===== config.mk =====
export PLATFORM = sky130hd
export DESIGN_NAME = gmii_shell_top
export DESIGN_NICKNAME = d
export VERILOG_FILES = /design/src/eth_pkg.sv /design/src/shell_pkg.sv /design/src/gmii_rx_parser.sv /design/src/rx_header_decode.sv /design/src/activity_stretch.sv /design/src/status_leds.sv /design/src/gmii_shell_top.sv
export SDC_FILE = /design/constraint.sdc
export NUM_CORES = 1
export LEC_CHECK = 0
export ABC_AREA = 1
export BUFFER_PORTS_ARGS = -buffer_cell sky130_fd_sc_hd__buf_2
export CORE_MARGIN = 1
export CORE_UTILIZATION = 55
export DETAILED_ROUTE_END_ITERATION = 16
export PLACE_DENSITY_LB_ADDON = 0.3
export SLEW_MARGIN = 0
export SYNTH_ARGS = -nofsm -noshare
export SYNTH_HDL_FRONTEND = slang
export SYNTH_SLANG_ARGS = --single-unit

===== constraint.sdc =====
create_clock -name clk_1x_90 -period 8.4 [get_ports clk_1x_90]
set_clock_uncertainty 0.15 [all_clocks]
set_input_delay 2.1 -clock clk_1x_90 [delete_from_list [all_inputs] [get_ports clk_1x_90]]
set_output_delay 2.1 -clock clk_1x_90 [all_outputs]
set_load 0.02 [all_outputs]

===== src/eth_pkg.sv =====
package eth_pkg;

    // One GMII data byte
    typedef logic [7:0] octet_t;

    // Ethernet station address
    typedef logic [47:0] mac_addr_t;

    // Type/length field of the frame
    typedef logic [15:0] ethertype_t;

    // Header as it arrives on the wire, destination first
    typedef struct packed {
        mac_addr_t  dst_mac;
        mac_addr_t  src_mac;
        ethertype_t ethertype;
    } eth_header_t;

    // Preamble and start-of-frame delimiter
    localparam octet_t preamble_octet = 8'h55;
    localparam octet_t sfd_octet = 8'hD5;

    // Header bytes after the SFD
    localparam int header_len = 14;

    localparam ethertype_t ethertype_arp = 16'h0806;
    localparam mac_addr_t mac_broadcast = '1;

endpackage


===== src/shell_pkg.sv =====
package shell_pkg;

    // One-cycle outcome pulses, one frame at most per pulse
    typedef struct packed {
        logic frame_ok;
        logic arp_ok;
        logic frame_err;
    } rx_event_t;

    // Board LED vector
    typedef logic [3:0] led_t;

    // LED bit positions
    localparam int led_heartbeat = 0;
    localparam int led_arp = 1;
    localparam int led_rx = 2;
    // Error activity sits where TX activity used to be
    localparam int led_err = 3;

endpackage


===== src/gmii_rx_parser.sv =====
`timescale 1ns/1ps

module gmii_rx_parser (
    input  logic            clk_1x_90,
    input  logic            arst_n,
    input  eth_pkg::octet_t gmii_rxd,
    input  logic            gmii_rx_dv,
    input  logic            gmii_rx_er,
    output eth_pkg::octet_t hdr_byte,
    output logic            hdr_byte_en,
    output logic            hdr_done,
    output logic            frame_end,
    output logic            frame_bad
);
    import eth_pkg::*;

    typedef enum logic [2:0] {
        st_idle,
        st_preamble,
        st_header,
        st_payload,
        st_drop
    } rx_state_t;

    rx_state_t  state;
    rx_state_t  state_nxt;
    octet_t     rxd_q;
    logic       dv_q;
    logic       er_q;
    logic [3:0] hdr_cnt;
    logic       bad_set;

    // Input register, data carries no reset
    always_ff @(posedge clk_1x_90) begin
        rxd_q <= gmii_rxd;
    end

    always_ff @(posedge clk_1x_90 or negedge arst_n) begin
        if (!arst_n) begin
            dv_q <= 1'b0;
            er_q <= 1'b0;
        end else begin
            dv_q <= gmii_rx_dv;
            er_q <= gmii_rx_er;
        end
    end

    // Next state
    always_comb begin
        state_nxt = state;
        bad_set = 1'b0;
        case (state)
            st_idle: begin
                // First valid byte must already be preamble
                if (dv_q) begin
                    if (er_q || (rxd_q != preamble_octet)) begin
                        state_nxt = st_drop;
                        bad_set = 1'b1;
                    end else begin
                        state_nxt = st_preamble;
                    end
                end
            end
            st_preamble: begin
                if (!dv_q) begin
                    state_nxt = st_idle;
                end else if (er_q) begin
                    state_nxt = st_drop;
                    bad_set = 1'b1;
                end else if (rxd_q == sfd_octet) begin
                    state_nxt = st_header;
                end else if (rxd_q != preamble_octet) begin
                    state_nxt = st_drop;
                    bad_set = 1'b1;
                end
            end
            st_header: begin
                if (!dv_q) begin
                    state_nxt = st_idle;
                end else if (er_q) begin
                    state_nxt = st_drop;
                    bad_set = 1'b1;
                end else if (hdr_cnt == 4'(header_len - 1)) begin
                    state_nxt = st_payload;
                end
            end
            st_payload: begin
                if (!dv_q) begin
                    state_nxt = st_idle;
                end else if (er_q) begin
                    state_nxt = st_drop;
                    bad_set = 1'b1;
                end
            end
            st_drop: begin
                // Wait out the rest of the frame
                if (!dv_q) begin
                    state_nxt = st_idle;
                end
            end
            default: state_nxt = st_idle;
        endcase
    end

    always_ff @(posedge clk_1x_90 or negedge arst_n) begin
        if (!arst_n) begin
            state <= st_idle;
            hdr_cnt <= '0;
            hdr_done <= 1'b0;
            frame_end <= 1'b0;
            frame_bad <= 1'b0;
        end else begin
            state <= state_nxt;
            // Byte index within the header
            if (state != st_header) begin
                hdr_cnt <= '0;
            end else if (hdr_byte_en) begin
                hdr_cnt <= hdr_cnt + 4'd1;
            end
            hdr_done <= (state == st_header) && (state_nxt == st_payload);
            // Only frames past the SFD or flagged bad report an end
            frame_end <= !dv_q && ((state == st_header) || (state == st_payload) ||
                                   (state == st_drop));
            // Held through the frame_end cycle
            if (bad_set) begin
                frame_bad <= 1'b1;
            end else if (frame_end) begin
                frame_bad <= 1'b0;
            end
        end
    end

    // Strobe in the same cycle the byte sits in the input register
    assign hdr_byte = rxd_q;
    assign hdr_byte_en = (state == st_header) && dv_q;

endmodule


===== src/rx_header_decode.sv =====
`timescale 1ns/1ps

module rx_header_decode #(
    parameter eth_pkg::mac_addr_t station_mac = 48'h125555000126
) (
    input  logic                 clk_1x_90,
    input  logic                 arst_n,
    input  eth_pkg::octet_t      hdr_byte,
    input  logic                 hdr_byte_en,
    input  logic                 hdr_done,
    input  logic                 frame_end,
    input  logic                 frame_bad,
    output shell_pkg::rx_event_t rx_event
);
    import eth_pkg::*;

    eth_header_t hdr_q;
    logic        hdr_complete;
    logic        mac_match;
    logic        is_arp;

    // Header shift register, first byte ends up on top
    always_ff @(posedge clk_1x_90) begin
        if (hdr_byte_en) begin
            hdr_q <= {hdr_q[$bits(eth_header_t)-9:0], hdr_byte};
        end
    end

    always_ff @(posedge clk_1x_90 or negedge arst_n) begin
        if (!arst_n) begin
            hdr_complete <= 1'b0;
            mac_match <= 1'b0;
            is_arp <= 1'b0;
            rx_event <= '0;
        end else begin
            rx_event <= '0;
            // Last header byte was shifted in the cycle before
            if (hdr_done) begin
                hdr_complete <= 1'b1;
                mac_match <= (hdr_q.dst_mac == station_mac) ||
                             (hdr_q.dst_mac == mac_broadcast);
                is_arp <= (hdr_q.ethertype == ethertype_arp);
            end
            // One outcome per frame
            if (frame_end) begin
                hdr_complete <= 1'b0;
                mac_match <= 1'b0;
                is_arp <= 1'b0;
                if (frame_bad || !hdr_complete) begin
                    // Bad bytes or a runt header
                    rx_event.frame_err <= 1'b1;
                end else if (mac_match) begin
                    rx_event.frame_ok <= 1'b1;
                    rx_event.arp_ok <= is_arp;
                end
                // Clean frame for someone else stays silent
            end
        end
    end

endmodule


===== src/activity_stretch.sv =====
`timescale 1ns/1ps

module activity_stretch #(
    parameter int stretch_dw = 22
) (
    input  logic clk_1x_90,
    input  logic arst_n,
    input  logic trig,
    output logic active
);

    logic [stretch_dw-1:0] hold_cnt;

    // Retriggerable down-counter
    always_ff @(posedge clk_1x_90 or negedge arst_n) begin
        if (!arst_n) begin
            hold_cnt <= '0;
        end else if (trig) begin
            hold_cnt <= '1;
        end else if (hold_cnt != '0) begin
            hold_cnt <= hold_cnt - 1'b1;
        end
    end

    // Trigger cycle plus the full count gives 2**stretch_dw after the output register
    assign active = trig || (hold_cnt != '0);

endmodule


===== src/status_leds.sv =====
`timescale 1ns/1ps

module status_leds #(
    parameter int stretch_dw = 22,
    parameter int blink_dw = 25
) (
    input  logic                 clk_1x_90,
    input  logic                 arst_n,
    input  shell_pkg::rx_event_t rx_event,
    output shell_pkg::led_t      led
);
    import shell_pkg::*;

    logic [blink_dw-1:0] blink_cnt;
    logic                arp_active;
    logic                rx_active;
    logic                err_active;
    led_t                led_nxt;

    // Free-running heartbeat divider
    always_ff @(posedge clk_1x_90 or negedge arst_n) begin
        if (!arst_n) begin
            blink_cnt <= '0;
        end else begin
            blink_cnt <= blink_cnt + 1'b1;
        end
    end

    activity_stretch #(.stretch_dw(stretch_dw)) u_arp_stretch (
        .clk_1x_90 (clk_1x_90),
        .arst_n    (arst_n),
        .trig      (rx_event.arp_ok),
        .active    (arp_active)
    );

    activity_stretch #(.stretch_dw(stretch_dw)) u_rx_stretch (
        .clk_1x_90 (clk_1x_90),
        .arst_n    (arst_n),
        .trig      (rx_event.frame_ok),
        .active    (rx_active)
    );

    activity_stretch #(.stretch_dw(stretch_dw)) u_err_stretch (
        .clk_1x_90 (clk_1x_90),
        .arst_n    (arst_n),
        .trig      (rx_event.frame_err),
        .active    (err_active)
    );

    // Assemble the LED vector
    always_comb begin
        led_nxt = '0;
        led_nxt[led_heartbeat] = blink_cnt[blink_dw-1];
        led_nxt[led_arp] = arp_active;
        led_nxt[led_rx] = rx_active;
        led_nxt[led_err] = err_active;
    end

    // Registered pin drive
    always_ff @(posedge clk_1x_90 or negedge arst_n) begin
        if (!arst_n) begin
            led <= '0;
        end else begin
            led <= led_nxt;
        end
    end

endmodule


===== src/gmii_shell_top.sv =====
`timescale 1ns/1ps

module gmii_shell_top #(
    // Locally managed unicast address
    parameter eth_pkg::mac_addr_t station_mac = 48'h125555000126,
    parameter int stretch_dw = 22,
    parameter int blink_dw = 25
) (
    input  logic                 clk_1x_90,
    input  logic                 arst_n,
    input  eth_pkg::octet_t      gmii_rxd,
    input  logic                 gmii_rx_dv,
    input  logic                 gmii_rx_er,
    output shell_pkg::rx_event_t rx_event,
    output shell_pkg::led_t      led
);
    import eth_pkg::*;

    // Parser to decoder
    octet_t hdr_byte;
    logic   hdr_byte_en;
    logic   hdr_done;
    logic   frame_end;
    logic   frame_bad;

    gmii_rx_parser u_parser (
        .clk_1x_90   (clk_1x_90),
        .arst_n      (arst_n),
        .gmii_rxd    (gmii_rxd),
        .gmii_rx_dv  (gmii_rx_dv),
        .gmii_rx_er  (gmii_rx_er),
        .hdr_byte    (hdr_byte),
        .hdr_byte_en (hdr_byte_en),
        .hdr_done    (hdr_done),
        .frame_end   (frame_end),
        .frame_bad   (frame_bad)
    );

    rx_header_decode #(.station_mac(station_mac)) u_decode (
        .clk_1x_90   (clk_1x_90),
        .arst_n      (arst_n),
        .hdr_byte    (hdr_byte),
        .hdr_byte_en (hdr_byte_en),
        .hdr_done    (hdr_done),
        .frame_end   (frame_end),
        .frame_bad   (frame_bad),
        .rx_event    (rx_event)
    );

    // Board LEDs from the receive events
    status_leds #(
        .stretch_dw (stretch_dw),
        .blink_dw   (blink_dw)
    ) u_leds (
        .clk_1x_90 (clk_1x_90),
        .arst_n    (arst_n),
        .rx_event  (rx_event),
        .led       (led)
    );

endmodule


; After elaboration in Yosys (flattened, before gate mapping)
; Cells that the tools add are included.
[word_totals]
in_bits = 12
word_cells = 105
register_bits = 233
output_inout_bits = 7
[op_classes]
muxes = 42
add_sub_neg = 5
eq_ne = 12
reduce_logical = 24
[op_table]
columns = cell, count
row1 = 22-bit two-way mux, 6
row2 = 22-bit nonzero test, 3
row3 = 22-bit by 1-bit subtractor with 22-bit output (second input constant), 3
row4 = 48-bit by 45-bit equality test with 1-bit output (second input constant), 1
row5 = 48-bit equality test (second input constant), 1
row6 = 3-bit two-way mux, 13
row7 = 25-bit by 1-bit adder with 25-bit output (second input constant), 1
row8 = 1-bit two-way mux, 17
row9 = 16-bit by 12-bit equality test with 1-bit output (second input constant), 1
row10 = 3-bit one-hot mux with 5 select lines, 1
row11 = 2-bit nonzero test, 6
row12 = 3-bit by 2-bit equality test with 1-bit output (second input constant), 3
row13 = 8-bit equality test (second input constant), 1
row14 = 1-bit logical OR, 8
row15 = 4-bit two-way mux, 2
row16 = 8-bit by 7-bit != test with 1-bit output (second input constant), 1
row17 = 4-bit by 1-bit adder with 4-bit output (second input constant), 1
row18 = 4-bit equality test (second input constant), 1
row19 = 2-bit two-way mux, 2
row20 = 3-bit by 1-bit equality test with 1-bit output (second input constant), 1
row21 = 3-bit equality test (second input constant), 1
row22 = 1-bit logical AND, 3
row23 = 3-bit zero test, 1
row24 = 3-bit by 2-bit != test with 1-bit output (second input constant), 1
row25 = 3 further kinds, 4

; Logic depth before layout (Yosys ltp)
[logic_depth]
depth_word = 8
ltp_mapped = 10
ltp_nobuf = 10

; By module
; A second synthesis with hierarchy kept.
[unflattened]
hier_cells = 1101
area_unflattened_um2 = 10472.5
[modules_own_cells]
columns = mod, n_inst, cells_each, seq_area_each_um2, area_each_um2
row1 = activity_stretch, 3, 204, 550.5, 1405.1
row2 = rx_header_decode, 1, 249, 3513.4, 4047.6
row3 = status_leds, 1, 151, 725.7, 1392.6
row4 = gmii_rx_parser, 1, 89, 460.4, 817.0

; Least setup slack after synthesis
; Ideal clock, no wire load.
[synth_path]
path_type = flip-flop to flip-flop
startpoint = reg u_parser.state[1]
endpoint = reg u_parser.hdr_done
t_required_ns = 8.138
setup_slack_ns = 2.129
path_stages_with_launch = 7
arrival_time_ns = 6.009
cell_sequence = dfrtp_1 > inv_1 > nor2_1 > nand2_1 > nor2_1 > inv_1 > a211oi_1
[synth_via]
elab_chain_cells = 7
elab_cells_between_ends = 19
cone_classes = eq/ne (5) / mux (12) / reduce/logical (2)
[synth_lines]
columns = item, line
row1 = from (decl), gmii_rx_parser.sv:25  ; rx_state_t state;
row2 = from (signal assigned), gmii_rx_parser.sv:107  ; state <= st_idle;
row3 = from (signal assigned), gmii_rx_parser.sv:113  ; state <= state_nxt;
row4 = 3-bit two-way mux, gmii_rx_parser.sv:72  ; end else if (rxd_q != preamble_octet) begin
row5 = 3-bit two-way mux, gmii_rx_parser.sv:70  ; end else if (rxd_q == sfd_octet) begin
row6 = 3-bit two-way mux, gmii_rx_parser.sv:67  ; end else if (er_q) begin
row7 = 3-bit two-way mux, gmii_rx_parser.sv:65  ; if (!dv_q) begin
row8 = 3-bit one-hot mux with 5 select lines, gmii_rx_parser.sv:52  ; case (state)
row9 = 3-bit by 2-bit equality test with 1-bit output, gmii_rx_parser.sv:120  ; hdr_done <= (state == st_header) && (state_nxt == st_payload);
row10 = 1-bit logical AND *, gmii_rx_parser.sv:120
row11 = to (signal assigned), gmii_rx_parser.sv:120
row12 = to (decl), gmii_rx_parser.sv:11  ; output logic hdr_done,
; Every way passes the cells marked *; elsewhere a longest branch is shown, timed or not.
; A chain may end at the register's enable or synchronous reset.

; Worst setup path after layout
[layout_path]
startpoint = reg u_decode.rx_event[1] (netlist name)
endpoint = out rx_event[1] in the netlist's numbering
[layout_lines]
columns = item, line
row1 = to (decl), gmii_shell_top.sv:14  ; output shell_pkg::rx_event_t rx_event,
; No word-level cell between the ends.

==> impl_metrics.yaml <==
floorplanning:
  core_area_um2: 18000
  die_x_um: 138
  pin_count: 19
  start_util_pct: 56.4
  die_h_um: 138
  die-area_um2: 19000
  row_count: 49
clock_tree:
  cts_buffer_depth: 3
  clk_pin_slew_ns: 0.06
  cts_resized: 0
  clock-sinks: 233
  clockRootBuffer: "clkbuf_16"
  h-tree-depth: 1
  hold_buffers: 0
  cts_tree: "built"
  clock_latency_ns: 0.52
  numCtsBuffers: 25
  post_cts_buffers: 0
logic_synthesis:
  synth_cells: 1032
  yosysTopAreaCellShare_pct: 33.1
  synth_fp_nets: 1050
  synth_edf_count: 112
  synth_area_leaders: "edfxtp_1 (33%), dfrtp_1 (28%), nand2_1 (8.2%)"
  synth_cell_types: 45
  yosysTopAreaCell: "edfxtp_1"
  synth-seq-area-share_pct: 62.5
  avgSynthCellArea_um2: 9.85
  synthTopCellsByCount: "nand2_1 (221), nor2_1 (162), inv_1 (114), dfrtp_1 (113), edfxtp_1 (112)"
  synth_seq_cells: 233
  ys_warn_count: 0
  synth_area_um2: 10200
  synthArstFlopShare_pct: 48.5
  synth.most_common_cell: "nand2_1"
  synth_ff_type: "dfrtp_1"
final_layout:
  area_growth_pct: 10.9
  nNetsFinal: 1086
  drive_above_1_share_pct: 9.75
  antenna_cells: 0
  fin_util_pct: 62.5
sta:
  fin_hold_ws_ns: 0.239
  setup_viol: 0
  min_period_over_period_pct: 46.7
  finalHoldViolCount: 0
  setup_tns_ns: 0
  final_max_slew_viol_count: 0
  fin_crit_ns: 3.92
  relSlewSlack_pct: 30.0
  rsz0062_at_grt: "no"
  fmax_ghz: 0.255
  worst_slack_ns: 4.48
  tightest_slew_ns: 1.05
power:
  powerDensity_nw_per_um2: 202
  ir_drop_mv: 0.175
  p_leak_nw: 4.99
detailed_routing:
  post_drt_wl_per_cell_um: 13.3
  routed_wl_mm: 17.5
  drc: 0
  vias: 6941
  vias_per_cell: 5.27
  detail_route.first_pass.iterations: 4
  drtIter0Drc: 532
  antenna_left: 0
worst_hold_path:
  hp-start: "u_leds.blink_cnt[24]$_DFF_PN0_"
  hold_path_class: "flop to flop"
critical_path:
  rr_startpoint: "u_parser.state[1]$_DFF_PN0_"
  required_ns: 6.15
  arrival_ns: 1.67
  cp_cell_sequence: "buf_2"
  critPathKind: "flop to output port"
  ff2ff_setup_slack_ns: 5.53
  worstSetupStartpointType: "flop"
  critPathCaptureType: "output port"
  startpoint: "u_decode.rx_event[1]$_DFF_PN0_"
  cp_num_buf_inv: 1
  slowest_delay_ns: 0.85
  slowest_stage: "dfrtp_1"
  critPathTopFamily: "flip-flops"
  cp_max_fo: 19
place:
  pre_cts_slack_ns: 4.72
  globalplace.congestion: 0.886
  post-dp-hpwl_mm: 11.8
  port_buffers: 18
grt:
  grt_overflow: 0
  antenna_found_initial: 0
  grt_pass1_wl_mm: 29.5
  grt_pass1_vias: 6446
  grt_max_degree: 89
  grtUsageTotal_pct: 19.5
run_status:
  status: "finished clean"
flow_run:
  maxCapViolations: 0
[sequential cells by signal, summed over array words and instances, names as in the netlist]
name / flops
u_decode.hdr_complete: 1
u_decode.hdr_q: 112
u_decode.is_arp: 1
u_decode.mac_match: 1
u_decode.rx_event: 3
u_leds.blink_cnt: 25
u_leds.led: 4
u_leds.u_arp_stretch.hold_cnt: 22
u_leds.u_err_stretch.hold_cnt: 22
u_leds.u_rx_stretch.hold_cnt: 22
u_parser.dv_q: 1
u_parser.er_q: 1
u_parser.frame_bad: 1
u_parser.frame_end: 1
u_parser.hdr_byte: 8
u_parser.hdr_cnt: 4
u_parser.hdr_done: 1
u_parser.state: 3
[final cells by class]
cell class | instances | area [um^2]
repair buffers | 20 | 108
inverters | 120 | 450
clock inverters | 13 | 104
clock buffers | 33 | 676
flip-flops and latches | 233 | 6350
multi-input cells | 668 | 3300
fillers | 1445 | 6750
well taps | 229 | 287
[cell usage in the layout (no fill, tap or decap), types with 7 or more instances in the layout]
cell       netlist  layout
a21oi_1         44      44
buf_2            2      17
clkbuf_16        0      25
clkinv_2         0       7
dfrtp_1        113     113
dfxtp_1          8       8
edfxtp_1       112     112
inv_1          114     114
nand2_1        221     221
nand3_1         57      57
nand4_1         23      23
nor2_1         162     161
nor2_2          18      18
nor2_4           7       8
nor3_1          17      17
o211ai_1         8       8
o21ai_0         29      29
xnor2_1          8       8
xor2_1          19      19
[power by group]
part           switching [mW]  internal (mW)
clock                   0.430          0.599
combinational          0.0274         0.0113
sequential            0.00984           1.20
[per-stage QoR]
stage                     area (um^2)  cells  power [mW]
final                           11300   1316        2.28
after global routing            11300   1316        2.35
after global placement          10500   1270        1.27
after floorplan                 10200   1032        1.25
after CTS                       11300   1316        2.30
after detailed placement        10500   1270        1.27
[worst paths after layout]
check	cells after the start	to
worst max-delay path	1	rx_event[1]
worst min-delay path	0	u_leds.led[0]$_DFF_PN0_
worst max register to register	5	u_decode.hdr_q[108]$_DFFE_PP_
worst min register to register	0	u_leds.led[0]$_DFF_PN0_
max in group asynchronous	2	u_leds.u_rx_stretch.hold_cnt[12]$_DFFE_PN0P_
min in group asynchronous	1	u_leds.u_rx_stretch.hold_cnt[6]$_DFFE_PN0P_
[layer usage]
layer	vias up	part of all wire [%]	global-route usage (%)
met5	-	0	0
li1	3489	-	-
met4	0	1.6	5.19
met1	3289	46	27.2
met2	139	48	31.8
met3	24	4.3	3.18
[logic make-up after synthesis]
| kind of cell | count (synthesis) | synth area share (%) |
|---|---|---|
| flops | 233 | 62.5 |
| xor+xnor | 27 | 2.33 |
| fa+ha+maj | 6 | 0.738 |
| compound gates | 106 | 6.09 |
| buf+inv | 131 | 5.19 |
| simple gates | 529 | 23.2 |
Note: power is estimated with default switching activity, not from simulation.
